### config.mk
export PLATFORM = sky130hd
export DESIGN_NAME = hisTop
export DESIGN_NICKNAME = d
export VERILOG_FILES = /design/src/hisPkg.sv /design/src/hisBuilderFSM.sv /design/src/hisTop.sv /design/src/histogramRam.sv /design/src/peakDetecter.sv /design/src/windowFilter.sv
export SDC_FILE = /design/constraint.sdc
export NUM_CORES = 1
export LEC_CHECK = 0
export ABC_AREA = 0
export BUFFER_PORTS_ARGS = -buffer_cell sky130_fd_sc_hd__buf_2
export CAP_MARGIN = 20
export CORE_MARGIN = 5
export CORE_UTILIZATION = 57
export CTS_CLUSTER_DIAMETER = 60
export DETAILED_ROUTE_END_ITERATION = 10
export HOLD_SLACK_MARGIN = 0.06
export PLACE_DENSITY = 0.79
export SLEW_MARGIN = 40
export SYNTH_ARGS = -nofsm -noshare
export SYNTH_HDL_FRONTEND = slang
export SYNTH_HIERARCHICAL = 1
export SYNTH_SLANG_ARGS = --single-unit
### constraint.sdc
create_clock -name clk -period 2.35 [get_ports clk]
set_input_delay 0 -clock clk [delete_from_list [all_inputs] [get_ports clk]]
set_output_delay 0 -clock clk [all_outputs]
set_load 0.01 [all_outputs]
### src/hisPkg.sv
package hisPkg;

    // timestamp width from the TDC channel
    localparam int NP = 10;

    // bin index width, 32 bins per pass
    localparam int NB = 5;

    // per-bin counter width, saturating
    localparam int COUNT_W = 8;

    // coarse bin covers 2**SHIFT_C ticks
    localparam int SHIFT_C = NP - NB;

    // raw timestamp
    typedef logic [NP-1:0] stampT;

    // histogram bin address
    typedef logic [NB-1:0] binT;

    // histogram bin count
    typedef logic [COUNT_W-1:0] countT;

    // final two-pass result
    // fineStamp is window start plus fine peak offset
    typedef struct packed {
        binT   coarsePeak;
        binT   finePeak;
        countT peakCount;
        stampT fineStamp;
    } hisResultT;

endpackage

### src/hisBuilderFSM.sv
`timescale 1ns/1ps

module hisBuilderFSM #(
    parameter int numSamples = 64
) (
    input  logic              clk,
    input  logic              rstN,
    input  logic              wrEn,
    input  hisPkg::stampT     data,
    input  logic              inWindow,
    input  hisPkg::binT       fineBin,
    input  hisPkg::stampT     windowStart,
    input  logic              peakDone,
    input  hisPkg::binT       peakBin,
    input  hisPkg::countT     peakCount,
    output logic              incEn,
    output hisPkg::binT       incBin,
    output logic              scanEn,
    output hisPkg::binT       scanBin,
    output logic              scanStart,
    output logic              scanValid,
    output hisPkg::binT       scanIdx,
    output logic              windowLoad,
    output logic              busy,
    output logic              resultValid,
    output hisPkg::hisResultT result
);
    import hisPkg::*;

    localparam int CNT_W    = $clog2(numSamples + 1);
    localparam int NUM_BINS = 1 << NB;
    // step 0 is scanStart, steps 1..NUM_BINS issue addresses
    localparam logic [NB:0] SCAN_END = (NB + 1)'(NUM_BINS + 1);

    typedef enum logic [1:0] {
        coarse,
        coarseScan,
        fine,
        fineScan
    } stateT;

    stateT            state;
    logic [CNT_W-1:0] sampleCnt;
    logic [NB:0]      scanStep;
    logic             accept;
    logic             lastSample;
    logic             resultDone;
    logic             scanValidQ;
    binT              scanIdxQ;
    binT              coarsePeakQ;

    assign busy       = (state == coarseScan) || (state == fineScan);
    assign accept     = wrEn && !busy;
    assign lastSample = (sampleCnt == CNT_W'(numSamples - 1));

    // coarse uses top stamp bits, fine only counts inside the window
    assign incEn  = accept && ((state == coarse) || inWindow);
    assign incBin = (state == coarse) ? data[NP-1 -: NB] : fineBin;

    assign scanStart = busy && (scanStep == '0);
    assign scanEn    = busy && (scanStep != '0) && (scanStep != SCAN_END);
    assign scanBin   = NB'(scanStep - 1'b1);

    assign windowLoad = (state == coarseScan) && peakDone;
    assign resultDone = (state == fineScan) && peakDone;

    always_ff @(posedge clk or negedge rstN) begin
        if (!rstN) begin
            state     <= coarse;
            sampleCnt <= '0;
        end else begin
            unique case (state)
                coarse, fine: begin
                    if (accept) begin
                        if (lastSample) begin
                            sampleCnt <= '0;
                            state     <= (state == coarse) ? coarseScan : fineScan;
                        end else begin
                            sampleCnt <= sampleCnt + 1'b1;
                        end
                    end
                end
                coarseScan: begin
                    if (peakDone) begin
                        state <= fine;
                    end
                end
                fineScan: begin
                    if (peakDone) begin
                        state <= coarse;
                    end
                end
            endcase
        end
    end

    // scan step counter, parks at SCAN_END until peakDone
    always_ff @(posedge clk or negedge rstN) begin
        if (!rstN) begin
            scanStep    <= '0;
            scanValidQ  <= 1'b0;
            resultValid <= 1'b0;
        end else begin
            if (!busy) begin
                scanStep <= '0;
            end else if (scanStep != SCAN_END) begin
                scanStep <= scanStep + 1'b1;
            end
            // valid lines up with the memory read latency
            scanValidQ  <= scanEn;
            resultValid <= resultDone;
        end
    end

    always_ff @(posedge clk) begin
        scanIdxQ <= scanBin;
        if (windowLoad) begin
            coarsePeakQ <= peakBin;
        end
        if (resultDone) begin
            result.coarsePeak <= coarsePeakQ;
            result.finePeak   <= peakBin;
            result.peakCount  <= peakCount;
            result.fineStamp  <= windowStart + stampT'(peakBin);
        end
    end

    assign scanValid = scanValidQ;
    assign scanIdx   = scanIdxQ;

    // one strobe per finished run
    resultSinglePulse: assert property (@(posedge clk) disable iff (!rstN)
        resultValid |=> !resultValid)
        else $error("hisBuilderFSM: resultValid held two cycles");

endmodule

### src/hisTop.sv
`timescale 1ns/1ps

module hisTop #(
    parameter int numSamples = 64
) (
    input  logic              clk,
    input  logic              rstN,
    input  logic              wrEn,
    input  hisPkg::stampT     data,
    output logic              busy,
    output logic              resultValid,
    output hisPkg::hisResultT result
);
    import hisPkg::*;

    // memory traffic
    logic  incEn;
    binT   incBin;
    logic  scanEn;
    binT   scanBin;
    countT scanCount;

    // peak search
    logic  scanStart;
    logic  scanValid;
    binT   scanIdx;
    logic  peakDone;
    binT   peakBin;
    countT peakCount;

    // fine window
    logic  windowLoad;
    logic  inWindow;
    binT   fineBin;
    stampT windowStart;

    hisBuilderFSM #(
        .numSamples(numSamples)
    ) fsm_i (
        .clk(clk),
        .rstN(rstN),
        .wrEn(wrEn),
        .data(data),
        .inWindow(inWindow),
        .fineBin(fineBin),
        .windowStart(windowStart),
        .peakDone(peakDone),
        .peakBin(peakBin),
        .peakCount(peakCount),
        .incEn(incEn),
        .incBin(incBin),
        .scanEn(scanEn),
        .scanBin(scanBin),
        .scanStart(scanStart),
        .scanValid(scanValid),
        .scanIdx(scanIdx),
        .windowLoad(windowLoad),
        .busy(busy),
        .resultValid(resultValid),
        .result(result)
    );

    histogramRam ram_i (
        .clk(clk),
        .rstN(rstN),
        .incEn(incEn),
        .incBin(incBin),
        .scanEn(scanEn),
        .scanBin(scanBin),
        .scanCount(scanCount)
    );

    peakDetecter peak_i (
        .clk(clk),
        .rstN(rstN),
        .scanStart(scanStart),
        .scanValid(scanValid),
        .scanIdx(scanIdx),
        .scanCount(scanCount),
        .peakDone(peakDone),
        .peakBin(peakBin),
        .peakCount(peakCount)
    );

    // coarse peak feeds the window straight from the detector
    windowFilter window_i (
        .clk(clk),
        .rstN(rstN),
        .windowLoad(windowLoad),
        .coarsePeak(peakBin),
        .stamp(data),
        .inWindow(inWindow),
        .fineBin(fineBin),
        .windowStart(windowStart)
    );

endmodule

### src/histogramRam.sv
`timescale 1ns/1ps

module histogramRam (
    input  logic          clk,
    input  logic          rstN,
    input  logic          incEn,
    input  hisPkg::binT   incBin,
    input  logic          scanEn,
    input  hisPkg::binT   scanBin,
    output hisPkg::countT scanCount
);
    import hisPkg::*;

    localparam int NUM_BINS = 1 << NB;

    countT binMem [NUM_BINS];

    // pending increment, applied one cycle after the request
    logic  pendEn;
    binT   pendBin;
    countT pendOld;
    countT pendNew;
    countT scanCountQ;

    // saturating add
    assign pendNew = (pendOld == '1) ? pendOld : pendOld + countT'(1);

    always_ff @(posedge clk or negedge rstN) begin
        if (!rstN) begin
            pendEn <= 1'b0;
        end else begin
            pendEn <= incEn;
        end
    end

    always_ff @(posedge clk) begin
        pendBin <= incBin;
        // same bin back to back, take the value being written now
        if (pendEn && pendBin == incBin) begin
            pendOld <= pendNew;
        end else begin
            pendOld <= binMem[incBin];
        end
    end

    // count array, cleared on reset and by the scan
    always_ff @(posedge clk or negedge rstN) begin
        if (!rstN) begin
            for (int i = 0; i < NUM_BINS; i++) begin
                binMem[i] <= '0;
            end
        end else begin
            if (pendEn) begin
                binMem[pendBin] <= pendNew;
            end
            // clear after read, wins over a late increment
            if (scanEn) begin
                binMem[scanBin] <= '0;
            end
        end
    end

    // scan read, one cycle latency
    always_ff @(posedge clk) begin
        if (pendEn && pendBin == scanBin) begin
            scanCountQ <= pendNew;
        end else begin
            scanCountQ <= binMem[scanBin];
        end
    end

    assign scanCount = scanCountQ;

    // FSM must keep sampling and scanning apart
    incScanExclusive: assert property (@(posedge clk) disable iff (!rstN)
        !(incEn && scanEn))
        else $error("histogramRam: increment during scan");

endmodule

### src/peakDetecter.sv
`timescale 1ns/1ps

module peakDetecter (
    input  logic          clk,
    input  logic          rstN,
    input  logic          scanStart,
    input  logic          scanValid,
    input  hisPkg::binT   scanIdx,
    input  hisPkg::countT scanCount,
    output logic          peakDone,
    output hisPkg::binT   peakBin,
    output hisPkg::countT peakCount
);
    import hisPkg::*;

    // running maximum
    binT   maxBin;
    countT maxCount;
    logic  doneQ;
    logic  lastIdx;

    // all ones marks the final bin of the sweep
    assign lastIdx = scanValid && (scanIdx == '1);

    always_ff @(posedge clk or negedge rstN) begin
        if (!rstN) begin
            maxBin   <= '0;
            maxCount <= '0;
            doneQ    <= 1'b0;
        end else begin
            doneQ <= lastIdx;
            if (scanStart) begin
                // new sweep starts from bin 0, count 0
                maxBin   <= '0;
                maxCount <= '0;
            end else if (scanValid && scanCount > maxCount) begin
                // strictly greater only, ties stay on the lower bin
                maxBin   <= scanIdx;
                maxCount <= scanCount;
            end
        end
    end

    assign peakDone  = doneQ;
    assign peakBin   = maxBin;
    assign peakCount = maxCount;

    // sweep from the FSM must run upward
    scanAscending: assert property (@(posedge clk) disable iff (!rstN)
        scanValid ##1 scanValid |-> scanIdx > $past(scanIdx))
        else $error("peakDetecter: scan index out of order");

endmodule

### src/windowFilter.sv
`timescale 1ns/1ps

module windowFilter (
    input  logic          clk,
    input  logic          rstN,
    input  logic          windowLoad,
    input  hisPkg::binT   coarsePeak,
    input  hisPkg::stampT stamp,
    output logic          inWindow,
    output hisPkg::binT   fineBin,
    output hisPkg::stampT windowStart
);
    import hisPkg::*;

    // half a coarse bin, window centred on the peak bin start
    localparam stampT HALF_BIN = stampT'(1 << (SHIFT_C - 1));
    // highest start that keeps the 32-tick window inside range
    localparam stampT START_MAX = stampT'((1 << NP) - (1 << NB));
    localparam stampT WIN_TICKS = stampT'(1 << NB);

    stampT baseTicks;
    stampT startNext;
    stampT startQ;
    stampT offset;

    // coarse peak times bin width
    assign baseTicks = {coarsePeak, {SHIFT_C{1'b0}}};

    always_comb begin
        if (baseTicks < HALF_BIN) begin
            // clamp at bottom
            startNext = '0;
        end else if (baseTicks - HALF_BIN > START_MAX) begin
            startNext = START_MAX;
        end else begin
            startNext = baseTicks - HALF_BIN;
        end
    end

    always_ff @(posedge clk or negedge rstN) begin
        if (!rstN) begin
            startQ <= '0;
        end else if (windowLoad) begin
            startQ <= startNext;
        end
    end

    // offset into window, wraps when below start
    assign offset      = stamp - startQ;
    assign inWindow    = (stamp >= startQ) && (offset < WIN_TICKS);
    assign fineBin     = offset[NB-1:0];
    assign windowStart = startQ;

endmodule
After elaboration in Yosys (flattened, before gate mapping). Index checks and enable logic that the tools add are counted.

Flip-flop bits (word level): 357. Logic and storage cells: 143. Output and inout bits: 30.

Eq/ne operators: 14. $lt $le $gt $ge: 10. $add $sub $neg: 7. Multiplexer cells: 32. Reduce and logical (&&, ||, !) cells: 24. Bitwise operators: 5.

Operator list (count): 256-bit 2-to-1 mux (2); 256-bit bitwise AND (1); 256-bit bitwise mux (1); 256-bit inverter (1); 8-bit 2-to-1 mux (11); 8-bit binary-select mux with 5-bit select (2); 8-bit demux with 5-bit select (2); 10-bit 2-to-1 mux (2); 6-bit >= comparator, second input constant (3); 5-bit inverter with 6-bit output (3); 5-bit 2-to-1 mux (3); 1-bit logical AND (14); 6-bit by 1-bit < comparator with 1-bit output, second input constant (2); 6-bit 2-to-1 mux (2); 10-bit by 5-bit adder with 10-bit output (1); 5-bit == test (2); 10-bit >= comparator (1); 10-bit > comparator, second input constant (1); 10-bit by 5-bit < comparator with 1-bit output, second input constant (1); 10-bit by 6-bit < comparator with 1-bit output, second input constant (1); 2-bit 2-to-1 mux (5); 10-bit subtractor (1); 10-bit by 5-bit subtractor with 10-bit output, second input constant (1); 8-bit by 1-bit adder with 8-bit output, second input constant (1); 23 further kinds (28).

Logic depth before layout (Yosys ltp).
Word-level depth: 9. Gate-level depth with buffers: 12. Depth with buffers taken out: 11.

Cells and area by module. The synthesis kept the hierarchy.

Modules (own cells, without submodules): histogramRam (cells each 1517, seq. area each 6851.6 µm², instances 1, area each 15362.2 µm²); hisBuilderFSM (cells each 190, seq. area each 1516.5 µm², instances 1, area each 2507.4 µm²); peakDetecter (cells each 88, seq. area each 350.3 µm², instances 1, area each 894.6 µm²); windowFilter (cells each 80, seq. area each 150.1 µm², instances 1, area each 646.9 µm²).

Least setup slack after synthesis. OpenSTA, ideal clock, no wires.

Path kind: reg-to-reg. From: register fsm_i.state[0]. To: register ram_i.pendOld[2]. Period minus slack after synthesis: 2549 ps. Path slack: -199 ps. Cell stages (with the launch flop): 12. Data arrival time: 2429 ps. Data required time: 2229 ps. Cells stage by stage: dfrtp_1 > inv_1 > ha_1 > buf_4 > mux2_2 > buf_6 > buf_12 > buf_6 > xor2_2 > nor4_4 > nand3_4 > mux2_2.

Word-level cells in the longest chain between the ends: 7.

Ends and longest elaborated chain: start, declared (line hisBuilderFSM.sv:42) `stateT state;`; start signal, assigned (line hisBuilderFSM.sv:69) `state <= coarse;`; start signal, assigned (line hisBuilderFSM.sv:77) `state <= (state == coarse) ? coarseScan : fineScan;`; start signal, assigned (line hisBuilderFSM.sv:85) `state <= fine;`; 2-bit zero test (*) (line hisBuilderFSM.sv:58) `assign incBin = (state == coarse) ? data[NP-1 -: NB] : fineBin;`; 5-bit 2-to-1 mux (*) (line hisBuilderFSM.sv:58); named net incBin[0] (line hisTop.sv:18) `binT incBin;`; 5-bit inverter with 6-bit output (not written as such) (line histogramRam.sv:42) `pendOld <= binMem[incBin];`; 8-bit binary-select mux with 5-bit select (line histogramRam.sv:42); 8-bit 2-to-1 mux (not written as such) (2 in a row) (line histogramRam.sv:42); 8-bit 2-to-1 mux (*) (line histogramRam.sv:39) `if (pendEn && pendBin == incBin) begin`; end signal, assigned (line histogramRam.sv:40) `pendOld <= pendNew;`; end signal, assigned (line histogramRam.sv:42); end, declared (line histogramRam.sv:21) `countT pendOld;`.

The timed path passes the listed nets; every way through them passes the cells marked *. The select of a mux whose other input is x is not followed. A chain may end at the register's enable or synchronous reset.

Final worst setup path.
From: register fsm_i.state[0]. To: register ram_i.pendOld[1].

Same word-level chain as after synthesis.

==> flow_metrics.env <==
export IMPL_status="finished, violations left"
export IMPL_violations="negative setup slack"
export IMPL_power_internal_mw=10.2
export IMPL_path_max_fanout=7
export IMPL_ys_flop_type="dfrtp_1"
export IMPL_synth_cells=1875
export IMPL_synth_fa_ha_area_share_pct=2.14
export IMPL_endpoint_kind="register"
export IMPL_fillerInstances=2325
export IMPL_drt_total_wl_mm=66.7
export IMPL_cp_required_ps=2820
export IMPL_synth_seq_cells=353
export IMPL_fin_worst_skew_ps=23.2
export IMPL_n_antenna_cell=0
export IMPL_setup_ws_ps=-163
export IMPL_powerDensity_mw_per_mm2=576
export IMPL_drc=0
export IMPL_tns_ps=-1510
export IMPL_finalHoldViolCount=0
export IMPL_synth_compound_area_share_pct=11.9
export IMPL_die_w_um=195
export IMPL_synth_edf_count=33
export IMPL_io_buffers=42
export IMPL_antenna_left=0
export IMPL_die_area_mm2=0.0378
export IMPL_grt_use_total_pct=34.7
export IMPL_clkTransAtPathRegs_ps=60
export IMPL_grt_max_degree=84
export IMPL_dr_pass1_iters=8
export IMPL_fin_crit_ps=2510
export IMPL_synth_xor_area_share_pct=1.21
export IMPL_worstSkewPairLatency_ps=550
export IMPL_area_growth_pct=21.9
export IMPL_clk_path_buf_depth=3
export IMPL_ir_drop_uv=485
export IMPL_synth_cell_types=84
export IMPL_antenna_found_initial=1
export IMPL_first_iter_violations=2398
export IMPL_cp_arrival_ps=2980
export IMPL_clock_sinks=353
export IMPL_p_switching_mw=3.45
export IMPL_cts_buffers=40
export IMPL_htreeDepth=2
export IMPL_synth_seq_area_share_pct=45.7
export IMPL_cts_tree="built"
export IMPL_rsz0062_at_grt="true"
export IMPL_switching_share_pct=25.3
export IMPL_cts_root_buf="clkbuf_16"
export IMPL_pin_count=43
export IMPL_stdcell_count=2546
export IMPL_hold_class="in -> async"
export IMPL_synth_top_family_by_area="simple AND/OR/NAND/NOR gates"
export IMPL_report_final_slew_viol_count=0
export IMPL_layout_common_cells="nand2_1, dfrtp_1, a21oi_1, buf_4, mux4_2"
export IMPL_drive_above_1_share_pct=28.4
export IMPL_maxCapViolCount=0
export IMPL_globalplace_congestion=1.05
export IMPL_syn_area_mm2=0.0194
export IMPL_fin_nets=2113
export IMPL_maxSlewHeadroom_pct=52.5
export IMPL_grt_pass1_vias=17102
export IMPL_seqPwrFrac_pct=46.4
export IMPL_pwr_share_clk_pct=45.6
export IMPL_dp_hpwl_mm=44.5
export IMPL_drt_vias_per_instance=6.75
export IMPL_yosys_area_share_simple_pct=18.0
export IMPL_pwr_share_comb_pct=7.9
export IMPL_fmax_ghz=0.398
export IMPL_critical_path_class="reg -> reg"
export IMPL_p_leak_nw=9.78
export IMPL_synth_async_reset_ratio_pct=83.3
export IMPL_die_y_um=195
export IMPL_worstSetupStartpointType="register"
export IMPL_placedCellCount=2433
export IMPL_initial_utilization_pct=57.7
export IMPL_yosys_warnings=6
export IMPL_tightest_slew_ps=706
export IMPL_period_share_pct=107
export IMPL_vias=17180
export IMPL_coreArea_mm2=0.0336
export IMPL_synth_mux_area_fraction_pct=17.5
export IMPL_avgSynthCellArea_um2=10.4
export IMPL_setup_violations_final=21
export IMPL_wire_per_inst_um=26.2
export IMPL_grt_ovfl_total=0
export IMPL_rows=67
export IMPL_grt_pass1_wl_mm=102
export IMPL_mostFrequentLayoutCell="nand2_1"
## power by group through the flow
stage	registers (mW)	clock network, mW	logic [mW]
after global routing	6.34	6.54	1.14
after floorplan	6.39	0	0.536
after CTS	6.32	6.26	1.03
final	6.33	6.22	1.08
after global placement	6.43	0	0.936
after detailed placement	6.44	0	0.959
## kinds of logic (layout without fill, tap and decap cells)
logic type      count (synthesis)  after routing
fa+ha+maj                      32             32
flops                         353            353
buf+inv                       138            358
compound gates                380            380
mux                           178            178
other cells                     1              4
simple gates                  768            768
xor+xnor                       25             25
## cell usage after synthesis, types with 18 or more instances
cell type / n / area [um2]
nand2_1: 448 / 1680
dfrtp_1: 294 / 7360
a21oi_1: 208 / 1040
nor2_1: 141 / 529
mux4_2: 124 / 2790
a211oi_1: 69 / 518
buf_2: 50 / 250
edfxtp_1: 33 / 991
mux2i_1: 33 / 330
clkbuf_1: 31 / 116
a22oi_1: 30 / 225
ha_1: 30 / 375
inv_1: 29 / 109
nand2b_1: 29 / 181
dfxtp_1: 26 / 521
o22ai_1: 26 / 163
nor2_2: 20 / 125
buf_4: 19 / 143
mux2_2: 18 / 203
## critical path, cell delays in order (launching register included)
cell	delay, ps
dfrtp_1	390
inv_2	80
ha_4	170
mux2_4	370
buf_12	170
mux4_2	380
o22ai_2	150
or4_1	540
mux2i_1	170
## final cells by class
cell class                 count  area, um2  area share, %
multi-input combinational   1387      10400           43.8
sequential                   353       8870           37.5
timing repair buffer         257       2430           10.3
clock buffer                  52       1130           4.77
tap                          448        561           2.37
clock inverter                20        178          0.751
inverter                      29        119          0.502
## metal layers
metal | GRT usage [%] | vias up | routed length [um]
met3 | 9.66 | 423 | 8430
met5 | 0 | - | 9
li1 | - | 7133 | -
met4 | 20.2 | 2 | 4910
met2 | 52.8 | 1347 | 29800
met1 | 45.1 | 8275 | 23500
## worst paths after layout
| check | to | slack, ps | startpoint | cells past startpoint |
|---|---|---|---|---|
| setup / recovery | ram_i/pendOld[1] | -160 | fsm_i/state[0] | 8 |
| setup reg to reg | ram_i/pendOld[1] | -160 | fsm_i/state[0] | 8 |
| max in group asynchronous | ram_i/binMem[79] | 1520 | rstN | 3 |
| min in group clk | ram_i/pendBin[4] | 130 | data[4] | 5 |
| hold reg to reg | fsm_i/result[24] | 420 | fsm_i/coarsePeakQ[1] | 0 |
| hold / removal | window_i/windowStart[8] | 90 | rstN | 2 |
## registers in the layout, indices dropped and copies added, names as in the netlist
name and flops:
ram_i/binMem 256, fsm_i/result 28, peak_i/peakCount 8, ram_i/pendOld 8, ram_i/scanCount 8, fsm_i/sampleCnt 7
fsm_i/scanStep 6, window_i/windowStart 6, fsm_i/coarsePeakQ 5, fsm_i/scanIdx 5, peak_i/peakBin 5, ram_i/pendBin 5
fsm_i/state 2, fsm_i/resultValid 1, fsm_i/scanValid 1, peak_i/peakDone 1, ram_i/pendEn 1
## through the flow
stage | total power, mW | utilization [%] | instance area (um2) | setup slack [ps] | hold slack (ps)
after global routing | 14.0 | 70.4 | 23700 | -230 | 126
final | 13.6 | 70.4 | 23700 | -163 | 86.6
after detailed placement | 7.40 | 63.2 | 21300 | -326 | 66.7
after global placement | 7.36 | 63.2 | 21300 | -346 | 65.7
after floorplan | 6.93 | - | 19500 | -84.5 | -296
after CTS | 13.6 | 69.2 | 23300 | -136 | 92.1
## what timing repair did
action | CTS | global route
gates resized for setup | 59 | 81
hold buffers | 8 | 0
endpoints found under the hold margin | 299 | 0
pin swaps | 8 | 19
endpoints found under the setup margin | 131 | 144
buffers inserted | 17 | 10
gates cloned | 8 | 0
Power figures use the tool's default switching activity.
